`src/dprio_pkg.sv`:
```
// DPRIO register core sizes, address map, extra CSR layout and bus structs
package dprio_pkg;

  //**********************************************************
  // Sizes and address map
  //**********************************************************
  localparam int unsigned DATA_WIDTH      = 16;             // Register width
  localparam int unsigned ADDR_WIDTH      = 10;             // Address width
  localparam int unsigned NUM_CTRL_REGS   = 4;              // Control registers
  localparam int unsigned NUM_STATUS_REGS = 2;              // Status registers
  localparam int unsigned NUM_BYTES       = DATA_WIDTH / 8; // Byte lanes per word
  localparam int unsigned CSR_CHAIN_LEN   = 16;             // Serial chain length
  localparam int unsigned STAT_OFFSET     = 4;              // First status offset

  typedef logic [DATA_WIDTH-1:0] data_t;                    // Register word
  typedef logic [ADDR_WIDTH-1:0] addr_t;                    // Bus address
  typedef logic [NUM_BYTES-1:0]  byte_en_t;                 // Byte enables
  typedef logic [1:0]            reg_idx_t;                 // Index within a bank

  //**********************************************************
  // Extra CSR word, loaded through the serial chain
  //**********************************************************
  typedef struct packed {
    logic       power_iso_en;                               // Bit 15 forces status to zero
    logic       broadcast_en;                               // Bit 14 enables broadcast writes
    logic [3:0] reserved;                                   // Spare bits
    addr_t      base_addr;                                  // Base of this block
  } extra_csr_t;

  // Raw bus request as seen at the block boundary
  typedef struct packed {
    logic     write;                                        // Write strobe
    logic     read;                                         // Read strobe
    byte_en_t byte_en;                                      // Byte lanes
    addr_t    reg_addr;                                     // Absolute address
    data_t    writedata;                                    // Write payload
  } dprio_req_t;

  // Decoded access handed to the banks
  typedef struct packed {
    logic     wr_ctrl;                                      // Control write hit
    logic     rd_ctrl;                                      // Control read hit
    logic     rd_stat;                                      // Status read hit
    reg_idx_t idx;                                          // Register within bank
    byte_en_t byte_en;                                      // Byte lanes
    data_t    writedata;                                    // Write payload
  } dprio_access_t;

endpackage
```
`src/dprio_csr_top.sv`:
```
// DPRIO control and status block top level
`timescale 1ns/1ps

module dprio_csr_top (
  input  logic                  dprio_clk,                  // Block clock
  input  logic                  reset,                      // Sync reset, active high
  input  logic                  csr_in,                     // Serial chain in
  input  logic                  csr_en,                     // Low loads the chain
  output logic                  csr_out,                    // Serial chain out
  output dprio_pkg::extra_csr_t extra_csr,                  // Loaded CSR word
  input  logic                  write,                      // Write strobe
  input  logic                  read,                       // Read strobe
  input  dprio_pkg::byte_en_t   byte_en,                    // Byte lanes
  input  dprio_pkg::addr_t      reg_addr,                   // Absolute address
  input  dprio_pkg::data_t      writedata,                  // Write payload
  output dprio_pkg::data_t      readdata,                   // Registered read data
  output logic                  block_select,               // Registered hit flag
  input  logic [dprio_pkg::NUM_STATUS_REGS*dprio_pkg::DATA_WIDTH-1:0] user_datain,
  output logic [dprio_pkg::NUM_CTRL_REGS*dprio_pkg::DATA_WIDTH-1:0]   user_dataout
);

  dprio_pkg::dprio_req_t    req;                            // Bundled bus inputs
  dprio_pkg::dprio_access_t access;                         // Decoded access
  dprio_pkg::data_t         ctrl_regs [dprio_pkg::NUM_CTRL_REGS];
  dprio_pkg::data_t         stat_regs [dprio_pkg::NUM_STATUS_REGS];

  assign req = '{write: write, read: read, byte_en: byte_en,
                 reg_addr: reg_addr, writedata: writedata};

  //**********************************************************
  // Configuration chain and decode
  //**********************************************************
  extra_csr_chain u_chain (
    .dprio_clk (dprio_clk),
    .reset     (reset),
    .csr_in    (csr_in),
    .csr_en    (csr_en),
    .csr_out   (csr_out),
    .extra_csr (extra_csr)                                  // Shared by decode and status
  );

  dprio_addr_decode u_decode (
    .dprio_clk (dprio_clk),
    .req       (req),
    .extra_csr (extra_csr),
    .csr_en    (csr_en),
    .access    (access)
  );

  //**********************************************************
  // Register banks and read path
  //**********************************************************
  ctrl_reg_bank u_ctrl (
    .dprio_clk    (dprio_clk),
    .reset        (reset),
    .access       (access),
    .ctrl_regs    (ctrl_regs),
    .user_dataout (user_dataout)
  );

  stat_reg_bank u_stat (
    .dprio_clk   (dprio_clk),
    .reset       (reset),
    .csr_en      (csr_en),
    .extra_csr   (extra_csr),                               // Isolation source
    .user_datain (user_datain),
    .stat_regs   (stat_regs)
  );

  dprio_read_mux u_rdmux (
    .dprio_clk    (dprio_clk),
    .reset        (reset),
    .access       (access),
    .ctrl_regs    (ctrl_regs),
    .stat_regs    (stat_regs),
    .readdata     (readdata),
    .block_select (block_select)
  );

endmodule

```
`src/dprio_read_mux.sv`:
```
// Read data select and registered block select
`timescale 1ns/1ps

module dprio_read_mux (
  input  logic                     dprio_clk,               // Block clock
  input  logic                     reset,                   // Sync reset, active high
  input  dprio_pkg::dprio_access_t access,                  // Decoded access
  input  dprio_pkg::data_t         ctrl_regs [dprio_pkg::NUM_CTRL_REGS],
  input  dprio_pkg::data_t         stat_regs [dprio_pkg::NUM_STATUS_REGS],
  output dprio_pkg::data_t         readdata,                // One cycle after read
  output logic                     block_select             // This block answers
);

  dprio_pkg::data_t rd_word;                                // Selected word

  // Misses fall through as zero
  always_comb
  begin
    rd_word = '0;
    for (int c = 0; c < dprio_pkg::NUM_CTRL_REGS; c++)
    begin
      if (access.rd_ctrl && (access.idx == dprio_pkg::reg_idx_t'(c)))
        rd_word = ctrl_regs[c];
    end
    for (int s = 0; s < dprio_pkg::NUM_STATUS_REGS; s++)
    begin
      if (access.rd_stat && (access.idx == dprio_pkg::reg_idx_t'(s)))
        rd_word = stat_regs[s];
    end
  end

  //**********************************************************
  // Registered response
  //**********************************************************
  always_ff @(posedge dprio_clk)
  begin
    if (reset)
    begin
      readdata     <= '0;
      block_select <= 1'b0;
    end
    else
    begin
      readdata     <= rd_word;                              // Zero on a miss
      block_select <= access.rd_ctrl || access.rd_stat;     // Hit in either bank
    end
  end

  // Data lines stay quiet unless this block answers
  property p_zero_on_miss;
    @(posedge dprio_clk) disable iff (reset)
      !block_select |-> (readdata == '0);
  endproperty

  a_zero_on_miss: assert property (p_zero_on_miss)
    else $error("readdata nonzero while block_select was low");

endmodule

```
`src/stat_reg_bank.sv`:
```
// Status sampling registers with power isolation
`timescale 1ns/1ps

module stat_reg_bank (
  input  logic                  dprio_clk,                  // Block clock
  input  logic                  reset,                      // Sync reset, active high
  input  logic                  csr_en,                     // Register port live
  input  dprio_pkg::extra_csr_t extra_csr,                  // Isolation enable
  input  logic [dprio_pkg::NUM_STATUS_REGS*dprio_pkg::DATA_WIDTH-1:0] user_datain,
  output dprio_pkg::data_t      stat_regs [dprio_pkg::NUM_STATUS_REGS] // Sampled status
);

  logic iso;                                                // Clamp the inputs

  // User logic may be powered down while the chain loads or isolation is on
  assign iso = !csr_en || extra_csr.power_iso_en;

  //**********************************************************
  // Sample every cycle
  //**********************************************************
  always_ff @(posedge dprio_clk)
  begin
    for (int s = 0; s < dprio_pkg::NUM_STATUS_REGS; s++)
    begin
      if (reset || iso)
      begin
        stat_regs[s] <= '0;                                 // Isolated reads as zero
      end
      else
      begin
        stat_regs[s] <= user_datain[s*dprio_pkg::DATA_WIDTH +: dprio_pkg::DATA_WIDTH];
      end
    end
  end

endmodule

```
`src/ctrl_reg_bank.sv`:
```
// Control register bank with byte-enabled writes
`timescale 1ns/1ps

module ctrl_reg_bank (
  input  logic                    dprio_clk,                // Block clock
  input  logic                    reset,                    // Sync reset, active high
  input  dprio_pkg::dprio_access_t access,                  // Decoded access
  output dprio_pkg::data_t        ctrl_regs [dprio_pkg::NUM_CTRL_REGS], // Bank contents
  output logic [dprio_pkg::NUM_CTRL_REGS*dprio_pkg::DATA_WIDTH-1:0] user_dataout
);

  //**********************************************************
  // Byte-masked register update
  //**********************************************************
  always_ff @(posedge dprio_clk)
  begin
    if (reset)
    begin
      for (int r = 0; r < dprio_pkg::NUM_CTRL_REGS; r++)
      begin
        ctrl_regs[r] <= '0;                                 // Outputs idle low
      end
    end
    else if (access.wr_ctrl)
    begin
      for (int b = 0; b < dprio_pkg::NUM_BYTES; b++)
      begin
        if (access.byte_en[b])                              // One lane per enable
        begin
          ctrl_regs[access.idx][8*b +: 8] <= access.writedata[8*b +: 8];
        end
      end
    end
  end

  // Flatten the bank for the user logic, register 0 in the low word
  genvar g;
  generate
    for (g = 0; g < dprio_pkg::NUM_CTRL_REGS; g++)
    begin : g_flat
      assign user_dataout[g*dprio_pkg::DATA_WIDTH +: dprio_pkg::DATA_WIDTH] = ctrl_regs[g];
    end
  endgenerate

  // A write with every lane masked leaves the user outputs untouched
  property p_no_lane_no_change;
    @(posedge dprio_clk) disable iff (reset)
      (access.wr_ctrl && (access.byte_en == '0)) |=> $stable(user_dataout);
  endproperty

  a_no_lane_no_change: assert property (p_no_lane_no_change)
    else $error("control bank changed on a write with no byte enable");

endmodule

```
`src/dprio_addr_decode.sv`:
```
// Base-relative address decode with broadcast control writes
`timescale 1ns/1ps

module dprio_addr_decode (
  input  logic                     dprio_clk,               // Only clocks the check
  input  dprio_pkg::dprio_req_t    req,                     // Raw bus request
  input  dprio_pkg::extra_csr_t    extra_csr,               // Base and broadcast
  input  logic                     csr_en,                  // Register port live
  output dprio_pkg::dprio_access_t access                   // Decoded access
);

  dprio_pkg::addr_t offset;                                 // Address minus base
  logic             ctrl_hit;                               // Offset 0 to 3
  logic             stat_hit;                               // Offset 4 to 5
  logic             bcast_hit;                              // Absolute 0 to 3

  //**********************************************************
  // Range checks and bank select
  //**********************************************************
  always_comb
  begin
    offset   = req.reg_addr - extra_csr.base_addr;          // Wraps modulo 1024
    ctrl_hit = offset < dprio_pkg::addr_t'(dprio_pkg::STAT_OFFSET);
    stat_hit = !ctrl_hit &&
               (offset < dprio_pkg::addr_t'(dprio_pkg::STAT_OFFSET +
                                            dprio_pkg::NUM_STATUS_REGS));
    // Broadcast only catches writes that miss the local window
    bcast_hit = extra_csr.broadcast_en && !ctrl_hit && !stat_hit &&
                (req.reg_addr < dprio_pkg::addr_t'(dprio_pkg::NUM_CTRL_REGS));

    access           = '0;
    access.wr_ctrl   = csr_en && req.write && (ctrl_hit || bcast_hit);
    access.rd_ctrl   = csr_en && req.read && ctrl_hit;
    access.rd_stat   = csr_en && req.read && stat_hit;
    access.byte_en   = req.byte_en;                         // Lanes pass as is
    access.writedata = req.writedata;

    if (bcast_hit)
    begin
      access.idx = dprio_pkg::reg_idx_t'(req.reg_addr);     // Absolute address as index
    end
    else if (stat_hit)
    begin
      access.idx = dprio_pkg::reg_idx_t'(offset -
                   dprio_pkg::addr_t'(dprio_pkg::STAT_OFFSET));
    end
    else
    begin
      access.idx = dprio_pkg::reg_idx_t'(offset);           // Control bank index
    end
  end

  // Chosen bank and index must map back onto the requested address
  property p_idx_legal;
    @(posedge dprio_clk)
      (access.wr_ctrl || access.rd_stat) |->
        (access.rd_stat ?
           ((access.idx < dprio_pkg::reg_idx_t'(dprio_pkg::NUM_STATUS_REGS)) &&
            (req.reg_addr == extra_csr.base_addr +
                             dprio_pkg::addr_t'(dprio_pkg::STAT_OFFSET) +
                             dprio_pkg::addr_t'(access.idx))) :
           ((req.reg_addr == extra_csr.base_addr + dprio_pkg::addr_t'(access.idx)) ||
            (extra_csr.broadcast_en &&
             (req.reg_addr == dprio_pkg::addr_t'(access.idx)))));
  endproperty

  a_idx_legal: assert property (p_idx_legal)
    else $error("decoded bank index does not match the bus address");

endmodule

```
`src/extra_csr_chain.sv`:
```
// Serial configuration shift register holding the extra CSR word
`timescale 1ns/1ps

module extra_csr_chain (
  input  logic                  dprio_clk,                  // Block clock
  input  logic                  reset,                      // Sync reset, active high
  input  logic                  csr_in,                     // Serial data in
  input  logic                  csr_en,                     // Low shifts, high holds
  output logic                  csr_out,                    // Serial data out
  output dprio_pkg::extra_csr_t extra_csr                   // Parallel CSR word
);

  logic [dprio_pkg::CSR_CHAIN_LEN-1:0] shreg;               // Chain bits

  //**********************************************************
  // Shift while the chain is open
  //**********************************************************
  always_ff @(posedge dprio_clk)
  begin
    if (reset)
    begin
      shreg <= '0;                                          // Clear whole word
    end
    else if (!csr_en)
    begin
      // New bit enters at the top, oldest falls out at bit 0
      shreg <= {csr_in, shreg[dprio_pkg::CSR_CHAIN_LEN-1:1]};
    end
  end

  assign csr_out   = shreg[0];                              // Sixteen bits back
  assign extra_csr = dprio_pkg::extra_csr_t'(shreg);        // Field view of chain

  // Word must not move once the register port is live
  property p_hold_when_enabled;
    @(posedge dprio_clk) disable iff (reset)
      csr_en |=> $stable(extra_csr);
  endproperty

  a_hold_when_enabled: assert property (p_hold_when_enabled)
    else $error("extra_csr changed while csr_en was high");

endmodule

```
`config.mk`:
```
export PLATFORM = sky130hd
export DESIGN_NAME = dprio_csr_top
export DESIGN_NICKNAME = d
export VERILOG_FILES = /design/src/dprio_pkg.sv /design/src/dprio_csr_top.sv /design/src/dprio_read_mux.sv /design/src/stat_reg_bank.sv /design/src/ctrl_reg_bank.sv /design/src/dprio_addr_decode.sv /design/src/extra_csr_chain.sv
export SDC_FILE = /design/constraint.sdc
export NUM_CORES = 1
export LEC_CHECK = 0
export BUFFER_PORTS_ARGS = -buffer_cell sky130_fd_sc_hd__buf_2
export CORE_ASPECT_RATIO = 1.5
export CORE_MARGIN = 3
export CORE_UTILIZATION = 50
export DETAILED_ROUTE_END_ITERATION = 7
export PLACE_DENSITY_LB_ADDON = 0.12
export SLEW_MARGIN = 5
export SYNTH_ARGS = -nofsm -noshare
export SYNTH_HDL_FRONTEND = slang
export SYNTH_SLANG_ARGS = --single-unit
export TNS_END_PERCENT = 5
```
`constraint.sdc`:
```
create_clock -name dprio_clk -period 6 [get_ports dprio_clk]
set_input_delay 0.3 -clock dprio_clk [delete_from_list [all_inputs] [get_ports dprio_clk]]
set_output_delay 0.3 -clock dprio_clk [all_outputs]
set_load 0.03 [all_outputs]
```
==> impl_metrics.yaml, run 1 <==
outcome:
  status: "finished clean"
timing:
  final_hold_viol_count: 0
  drv_slew: 0
  holdWs_ns: 0.0826
  max_freq_mhz: 234
  slew-limit-headroom: 0.296
  setup_ws_ns: 1.73
  setup_viol: 0
  worst_pin_slew_ns: 1.03
  setup_tns_ns: 0
  rsz0062_at_grt: "no"
  post-route-min-period_ns: 4.27
  period_share: 0.712
  finClkSkew_ns: 0.00571
route:
  vias: 5298
  vias_per_cell: 5.74
  drcViolationCount: 0
  wl_um: 17300
  dr.pass1.iters: 5
  drt_iter0_drc: 379
  antenna_left: 0
  wl_per_cell_um: 18.7
synthesis:
  ys_ff_latch: 129
  synth_edf_count: 0
  avgSynthCellArea_um2: 9.90
  syn_area_um2: 6030
  ys_seq_area_frac: 0.428
  synth_top_area_share: 0.428
  async_flop_share: 0
  synth.largest_area_cell: "dfxtp_1"
  ys_warn_count: 0
  synth.net_count: 685
  ys_types: 67
  synthTopCellsByCount: "dfxtp_1 (129), mux2i_1 (73), nand2b_1 (67), nor2_1 (41), and2_1 (33)"
  syn_inst: 609
  yosysMostFrequentCell: "dfxtp_1"
  synthFlopType: "dfxtp_1"
  yosys-top-cells-area: "dfxtp_1 (43%), mux2i_1 (12%), nand2b_1 (7.0%), and2_1 (3.4%), nor2_1 (2.6%)"
clock_network:
  ctsResizeCount: 0
  cts_post_setup_buffers_inserted: 0
  htreeDepth: 4
  insertion_delay_ns: 0.41
  cts_tree: "built"
  clock_sinks: 129
  cts_buffers: 17
  clk_pin_slew_ns: 0.06
  clock-root-buffer: "clkbuf_16"
  cts_hold_buf: 0
  clockBufferDepth: 2
grt:
  antenna_found_initial: 0
  grt_pass1_wl_um: 27300
  overflow: 0
  grt_pass1_vias: 5485
  grt_usage: 0.263
  grt_max_degree: 64
power:
  total_power_mw: 2.07
  peakVddDrop_v: 0.000196
  p_leak_nw: 3.33
  power.density_nw_per_um2: 275
cells_and_area:
  design_area_um2: 7520
  antenna_cells: 0
  fin_nets: 836
  area_growth_pct: 24.7
  stdcell_count: 923
  fill_cells: 984
  drive_above_1_share: 0.301
  finish.utilization: 0.645
place:
  port_buffers: 163
  numPlacedInstances: 891
  dp_slack_ns: 1.76
  hpwl_um: 12800
  gp_congestion: 0.845
  place_area_um2: 6900
setup_path:
  critical_path.max_stage_delay_ns: 0.74
  path_delay_family: "simple AND/OR/NAND/NOR gates"
  cp_common_cell: "a211oi_2"
  required_ns: 6.33
  start_kind: "register"
  path_cells: "ha_1 -> inv_1 -> fa_1 -> a211oi_2 -> o21bai_1 -> a21oi_1 -> xor2_2 -> nand4_4 -> nor4_4 -> nand3_1 -> a311o_1 -> a211oi_2"
  crit_arrival_ns: 4.61
  crit_type: "reg2reg"
  critPathMaxFanout: 15
  crit_buf_inv: 1
  endpoint_kind: "register"
  ff2ff_setup_slack_ns: 1.73
  rr_worst_depth: 12
  crit_cells: 12
  slowest_stage: "nor4_4"
worst_hold_path:
  holdPathStages: 2
  min_path_type: "in2reg"
floorplan:
  rows: 48
  die-width_um: 95.6
  die_h_um: 140
  io_pins: 164
  core_um2: 11700
  start_util: 0.517
  dieArea_um2: 13400
run:
  maxCapViolations: 0
==> metal layers <==
metal | track usage | wire length, um
met2 | 0.449 | 8780
met5 | 0 | 0
met3 | 0.0591 | 1240
met1 | 0.294 | 6370
met4 | 0.148 | 877
==> power by group <==
part / total, mW / leakage, nW / switching [mW] / internal [mW]
sequential: 0.870 / 1.04 / 0.00384 / 0.866
combinational: 0.124 / 1.99 / 0.0733 / 0.0505
clock: 1.07 / 0.296 / 0.385 / 0.689
total: 2.07 / 3.33 / 0.462 / 1.61
==> area by class of cell <==
class,instances,area (um^2),area share
Multi-Input combinational cell,430,3230,0.430
Sequential cell,129,2580,0.343
Timing Repair Buffer,165,831,0.111
Clock buffer,21,470,0.0626
Tap cell,150,188,0.0250
Clock inverter,11,153,0.0203
Inverter,17,63.8,0.00849
==> final timing paths <==
path                                           from                           endpoint
setup / recovery  u_chain.extra_csr[0]$_SDFFE_PP0N_    u_rdmux.readdata[14]$_SDFF_PP0_
hold / removal                      user_datain[22]     u_stat.stat_regs[6]$_SDFF_PP0_
setup reg to reg  u_chain.extra_csr[0]$_SDFFE_PP0N_    u_rdmux.readdata[14]$_SDFF_PP0_
hold reg to reg   u_ctrl.ctrl_regs[21]$_SDFFE_PP0P_  u_ctrl.ctrl_regs[21]$_SDFFE_PP0P_
==> worst reg2reg max path: stages (launching register included) <==
cell	delay (ns)
dfxtp_1	0.38
ha_1	0.19
inv_1	0.06
fa_1	0.44
a211oi_2	0.29
o21bai_1	0.13
a21oi_1	0.25
xor2_2	0.22
nand4_4	0.16
nor4_4	0.74
nand3_1	0.58
a311o_1	0.53
a211oi_2	0.21
==> logic make-up (layout without fill, tap and decap cells) <==
logic type,after synthesis,after routing,share of synthesized area
fa+ha+maj,10,10,0.0220
simple gates,230,230,0.222
compound gates,112,112,0.161
buf+inv,50,214,0.0363
mux,73,73,0.121
xor+xnor,5,5,0.00851
flops,129,129,0.428
==> sequential cells by signal, summed over array words and instances (netlist names) <==
signal and flops:
u_stat.stat_regs 32, u_ctrl.ctrl_regs 64, u_rdmux.block_select 1, u_chain.extra_csr 16, u_rdmux.readdata 16
==> placed cells by master (no fill, tap or decap), types with 3 or more instances in the layout <==
cell and count:
a211oi_1 5, a211oi_2 9, a21o_1 7, a21oi_1 9, a221oi_2 8, a222oi_1 5, a22oi_1 7, a311o_1 9
and2_1 33, and3_1 6, and4_1 4, buf_2 163, bufinv_16 3, clkbuf_16 17, clkbuf_8 3, clkinv_4 3
clkinvlp_4 3, dfxtp_1 129, ha_1 9, inv_1 17, mux2i_1 73, nand2_1 19, nand2b_1 67, nand3_1 15
nand4_1 4, nor2_1 41, nor2b_1 9, nor3_1 12, o21ai_0 20, o21ai_1 6, o221ai_1 4, o22ai_2 3
xor2_1 3
(Power assumes the default switching activity.)
==> run 2, diff against run 1 <==
--- a/config.mk
+++ b/config.mk
@@ -8,7 +8,7 @@
 export BUFFER_PORTS_ARGS = -buffer_cell sky130_fd_sc_hd__buf_2
 export CORE_ASPECT_RATIO = 1.5
 export CORE_MARGIN = 3
-export CORE_UTILIZATION = 50
+export CORE_UTILIZATION = 48
 export DETAILED_ROUTE_END_ITERATION = 7
 export PLACE_DENSITY_LB_ADDON = 0.12
 export SLEW_MARGIN = 5
==> constraint.sdc (replaced) <==
create_clock -name dprio_clk -period 3.6 [get_ports dprio_clk]
set_input_delay 0.18 -clock dprio_clk [delete_from_list [all_inputs] [get_ports dprio_clk]]
set_output_delay 0.18 -clock dprio_clk [all_outputs]
set_load 0.03 [all_outputs]
==> run 2 against run 1 <==
  * First-iteration DRC count decreased by 8.7%
  * Hold slack worse by 0.055 ns
  * Cell area grew 9.1%
  * Core utilization rose by 3.0 points
  * Global-route usage up 0.17 points
  * Fmax grew 25%
  * Non-clock buffer count up 61
  * Sequential cell count unchanged
  * Critical endpoint is now u_rdmux.readdata[15]$_SDFF_PP0_
  * Highest routed layer unchanged
==> impl_metrics.yaml, run 2 (same netlist as run 1, synthesis figures left out) <==
outcome:
  status: "finished clean"
route:
  wl_um: 18500
  vias: 5487
  drt_iter0_drc: 346
  dr.pass1.iters: 5
  wl_per_cell_um: 18.8
  vias_per_cell: 5.56
  drcViolationCount: 0
  antenna_left: 0
setup_path:
  crit_type: "reg2reg"
  start_kind: "register"
  required_ns: 3.84
  critPathMaxFanout: 7
  endpoint_kind: "register"
  crit_arrival_ns: 3.67
clock_network:
  insertion_delay_ns: 0.41
  cts_tree: "built"
  clock-root-buffer: "clkbuf_16"
  clock_sinks: 129
  htreeDepth: 4
  clk_pin_slew_ns: 0.06
  clockBufferDepth: 2
  cts_buffers: 17
grt:
  grt_pass1_wl_um: 29000
  overflow: 0
  grt_max_degree: 62
  grt_pass1_vias: 5509
  antenna_found_initial: 0
  grt_usage: 0.265
cells_and_area:
  fill_cells: 1006
  largestRegisters: "u_ctrl.ctrl_regs (64), u_stat.stat_regs (32)"
  finish.utilization: 0.676
  antenna_cells: 0
  drive_above_1_share: 0.325
  fin_nets: 897
  layout_commonest_cell: "buf_2"
  multi_input_comb_area_um2: 3300
  largest_reg_flops: 64
  area_growth_pct: 36.1
  stdcell_count: 986
  top_register: "u_ctrl.ctrl_regs"
  seq_area_um2: 2580
  layout_common_cells: "buf_2 (163), dfxtp_1 (128), mux2i_1 (72), nand2b_1 (67), nor2_1 (39)"
place:
  port_buffers: 163
  gp_congestion: 0.871
  numPlacedInstances: 921
  hpwl_um: 13500
power:
  peakVddDrop_v: 0.000359
  total_power_mw: 3.54
  p_leak_nw: 3.63
  power.density_nw_per_um2: 431
floorplan:
  io_pins: 164
  die_h_um: 143
  die-width_um: 97.5
  core_um2: 12100
  rows: 49
  dieArea_um2: 14000
  start_util: 0.496
timing:
  final_hold_viol_count: 0
  drv_slew: 0
  max_freq_mhz: 292
  slew-limit-headroom: 0.278
  setup_tns_ns: 0
  finClkSkew_ns: 0.00952
  holdWs_ns: 0.0278
  post-route-min-period_ns: 3.43
  setup_viol: 0
  worst_pin_slew_ns: 1.08
  period_share: 0.952
  rsz0062_at_grt: "yes"
worst_hold_path:
  min_path_type: "in2reg"
run:
  maxCapViolations: 0
run 2: metrics by stage:
stage / setup slack, ns / instance area, um^2
after floorplan: 0.0174 / 6030
after global placement: 0.126 / 7160
after detailed placement: 0.0641 / 7160
after CTS: 0.0394 / 8120
after global routing: -0.00316 / 8200
final: 0.173 / 8200
run 2: critical path, cell delays in order, from the launching register on:
cell	delay, ns
dfxtp_2	0.35
ha_1	0.17
inv_1	0.06
fa_1	0.42
a211oi_4	0.31
nor3_1	0.11
o22ai_2	0.12
xor2_1	0.29
nand4_4	0.21
or4_4	0.49
nor3_4	0.30
buf_6	0.18
a311o_1	0.17
a211oi_2	0.09
run 2: final timing paths:
path | from | end | slack, ns | cells past startpoint
min | writedata[11] | u_ctrl.ctrl_regs[43]$_SDFFE_PP0P_ | 0.03 | 3
min reg2reg | u_ctrl.ctrl_regs[2]$_SDFFE_PP0P_ | u_ctrl.ctrl_regs[2]$_SDFFE_PP0P_ | 0.50 | 2
max | u_chain.extra_csr[0]$_SDFFE_PP0N_ | u_rdmux.readdata[15]$_SDFF_PP0_ | 0.17 | 13
max reg2reg | u_chain.extra_csr[0]$_SDFFE_PP0N_ | u_rdmux.readdata[15]$_SDFF_PP0_ | 0.17 | 13
run 2: final cells by class:
cell class,count,area share
clock inverters,12,0.0223
multi-input cells,430,0.402
inverters,17,0.00778
repair buffers,226,0.176
clock buffers,19,0.0540
well taps,153,0.0233
flip-flops and latches,129,0.315
run 2: repair_timing:
action,4_1_cts,5_1_grt
hold endpoints to repair,33,0
gates resized for setup,0,18
buffers inserted,0,1
setup endpoints to repair,0,73
hold buffers,33,0
run 2: routing by layer:
metal | global-route usage | share of wire
met5 | 0 | 0
met4 | 0.128 | 0.038
met3 | 0.0591 | 0.059
met2 | 0.492 | 0.53
met1 | 0.280 | 0.37
run 2: power breakdown:
group,switching [mW],internal [mW],leakage [nW]
Clock,0.656,1.18,0.296
Combinational,0.135,0.116,2.29
Sequential,0.00688,1.44,1.04
==> run 3, diff against run 2 <==
--- a/config.mk
+++ b/config.mk
@@ -8,7 +8,7 @@
 export BUFFER_PORTS_ARGS = -buffer_cell sky130_fd_sc_hd__buf_2
 export CORE_ASPECT_RATIO = 1.5
 export CORE_MARGIN = 3
-export CORE_UTILIZATION = 48
+export CORE_UTILIZATION = 50
 export DETAILED_ROUTE_END_ITERATION = 7
 export PLACE_DENSITY_LB_ADDON = 0.12
 export SLEW_MARGIN = 5
==> constraint.sdc (replaced) <==
create_clock -name dprio_clk -period 3.45 [get_ports dprio_clk]
set_input_delay 0.1725 -clock dprio_clk [delete_from_list [all_inputs] [get_ports dprio_clk]]
set_output_delay 0.1725 -clock dprio_clk [all_outputs]
set_load 0.03 [all_outputs]
==> run 3 against run 2 <==
  * Clock-buffer cell count grew 1
  * Cell area shrank 0.66%
  * Wire length shrank 1.5%
  * Critical path type unchanged
  * Register-to-register slack lost 0.05 ns
  * Largest cell class unchanged
  * Setup slack lost 0.047 ns
==> impl_metrics.yaml, run 3 (same netlist as run 1, synthesis figures left out) <==
outcome:
  status: "finished clean"
setup_path:
  critPathMaxFanout: 9
  required_ns: 3.74
  start_kind: "register"
  endpoint_kind: "register"
  crit_arrival_ns: 3.62
  crit_type: "reg2reg"
place:
  dp_slack_ns: -0.00174
  place_area_um2: 7090
  numPlacedInstances: 913
  port_buffers: 163
  gp_congestion: 0.886
  hpwl_um: 13000
clock_network:
  cts_tree: "built"
  clockBufferDepth: 2
  clock_sinks: 129
  insertion_delay_ns: 0.42
  clock-root-buffer: "clkbuf_16"
  htreeDepth: 4
  cts_buffers: 17
  clk_pin_slew_ns: 0.06
power:
  peakVddDrop_v: 0.000362
  total_power_mw: 3.67
  power.density_nw_per_um2: 451
  p_leak_nw: 3.60
route:
  dr.pass1.iters: 5
  antenna_left: 0
  drt_iter0_drc: 449
  drcViolationCount: 0
  wl_um: 18300
  vias_per_cell: 5.60
  vias: 5491
  wl_per_cell_um: 18.6
floorplan:
  core_um2: 11700
  dieArea_um2: 13400
  die_h_um: 140
  io_pins: 164
  start_util: 0.517
  die-width_um: 95.6
  rows: 48
cells_and_area:
  seq_area_um2: 2590
  layout_common_cells: "buf_2 (163), dfxtp_1 (125), mux2i_1 (72), nand2b_1 (66), nor2_1 (40)"
  fin_nets: 893
  antenna_cells: 0
  layout_commonest_cell: "buf_2"
  finish.utilization: 0.699
  design_area_um2: 8150
  stdcell_count: 980
  drive_above_1_share: 0.328
  top_register: "u_ctrl.ctrl_regs"
  largestRegisters: "u_ctrl.ctrl_regs (64), u_stat.stat_regs (32)"
  largest_reg_flops: 64
  multi_input_comb_area_um2: 3290
  fill_cells: 943
  area_growth_pct: 35.2
grt:
  antenna_found_initial: 0
  grt_usage: 0.274
  grt_pass1_wl_um: 28200
  grt_max_degree: 52
  overflow: 0
  grt_pass1_vias: 5471
timing:
  slew-limit-headroom: 0.568
  post-route-min-period_ns: 3.32
  period_share: 0.963
  worst_pin_slew_ns: 0.643
  max_freq_mhz: 301
  final_hold_viol_count: 0
  rsz0062_at_grt: "yes"
  drv_slew: 0
  setup_ws_ns: 0.126
  finClkSkew_ns: 0.0100
  setup_viol: 0
worst_hold_path:
  min_path_type: "in2reg"
run:
  maxCapViolations: 0
[run 3: per-layer routing]
metal,share of wire,GRT usage,vias to the layer above
met1,0.37,0.307,2595
li1,-,-,2605
met3,0.060,0.0650,45
met2,0.53,0.479,246
met5,0,0,-
met4,0.032,0.124,0
[run 3: area by class of cell]
| class | count | area share |
|---|---|---|
| timing repair buffer | 222 | 0.171 |
| tap | 150 | 0.0230 |
| multi-input combinational | 430 | 0.404 |
| inverter | 17 | 0.00783 |
| clock inverter | 12 | 0.0221 |
| clock buffer | 20 | 0.0548 |
| sequential | 129 | 0.318 |
[run 3: worst max-delay path, cell delays in order, from the launching register on]
cell	delay, ns
dfxtp_2	0.34
inv_1	0.05
ha_1	0.39
nor3_1	0.28
nand2b_1	0.09
a2111oi_1	0.45
a21o_2	0.20
nand4_4	0.15
or4_4	0.57
buf_4	0.21
nor3_2	0.19
a311o_1	0.19
a211oi_2	0.08
[run 3: final timing paths]
kind / from / endpoint / slack [ns] / depth (start not counted)
max: u_chain.extra_csr[5]$_SDFFE_PP0N_ / u_rdmux.readdata[15]$_SDFF_PP0_ / 0.13 / 12
max reg2reg: u_chain.extra_csr[5]$_SDFFE_PP0N_ / u_rdmux.readdata[15]$_SDFF_PP0_ / 0.13 / 12
min reg2reg: u_ctrl.ctrl_regs[36]$_SDFFE_PP0P_ / u_ctrl.ctrl_regs[36]$_SDFFE_PP0P_ / 0.50 / 2
min: writedata[15] / u_ctrl.ctrl_regs[47]$_SDFFE_PP0P_ / 0.01 / 3
[run 3: power by group]
group          internal (mW)  switching [mW]  total (mW)
Combinational          0.117           0.138       0.255
Clock                   1.23           0.674        1.91
Sequential              1.51         0.00686        1.51
Total                   2.85           0.819        3.67
[run 3: per-stage QoR]
step	TNS, ns	hold WS, ns
final	0	0.0103
after global routing	-0.0430	0.00586
after CTS	0	0.00305
after detailed placement	-0.00212	0.376
after global placement	0	0.373
after floorplan	0	0.294
[run 3: what timing repair did]
action,4_1_cts,5_1_grt
setup buffers,0,2
pin swaps,1,7
setup endpoints to repair,9,77
hold buffers,33,0
hold endpoints to repair,33,0
resized for setup,2,17
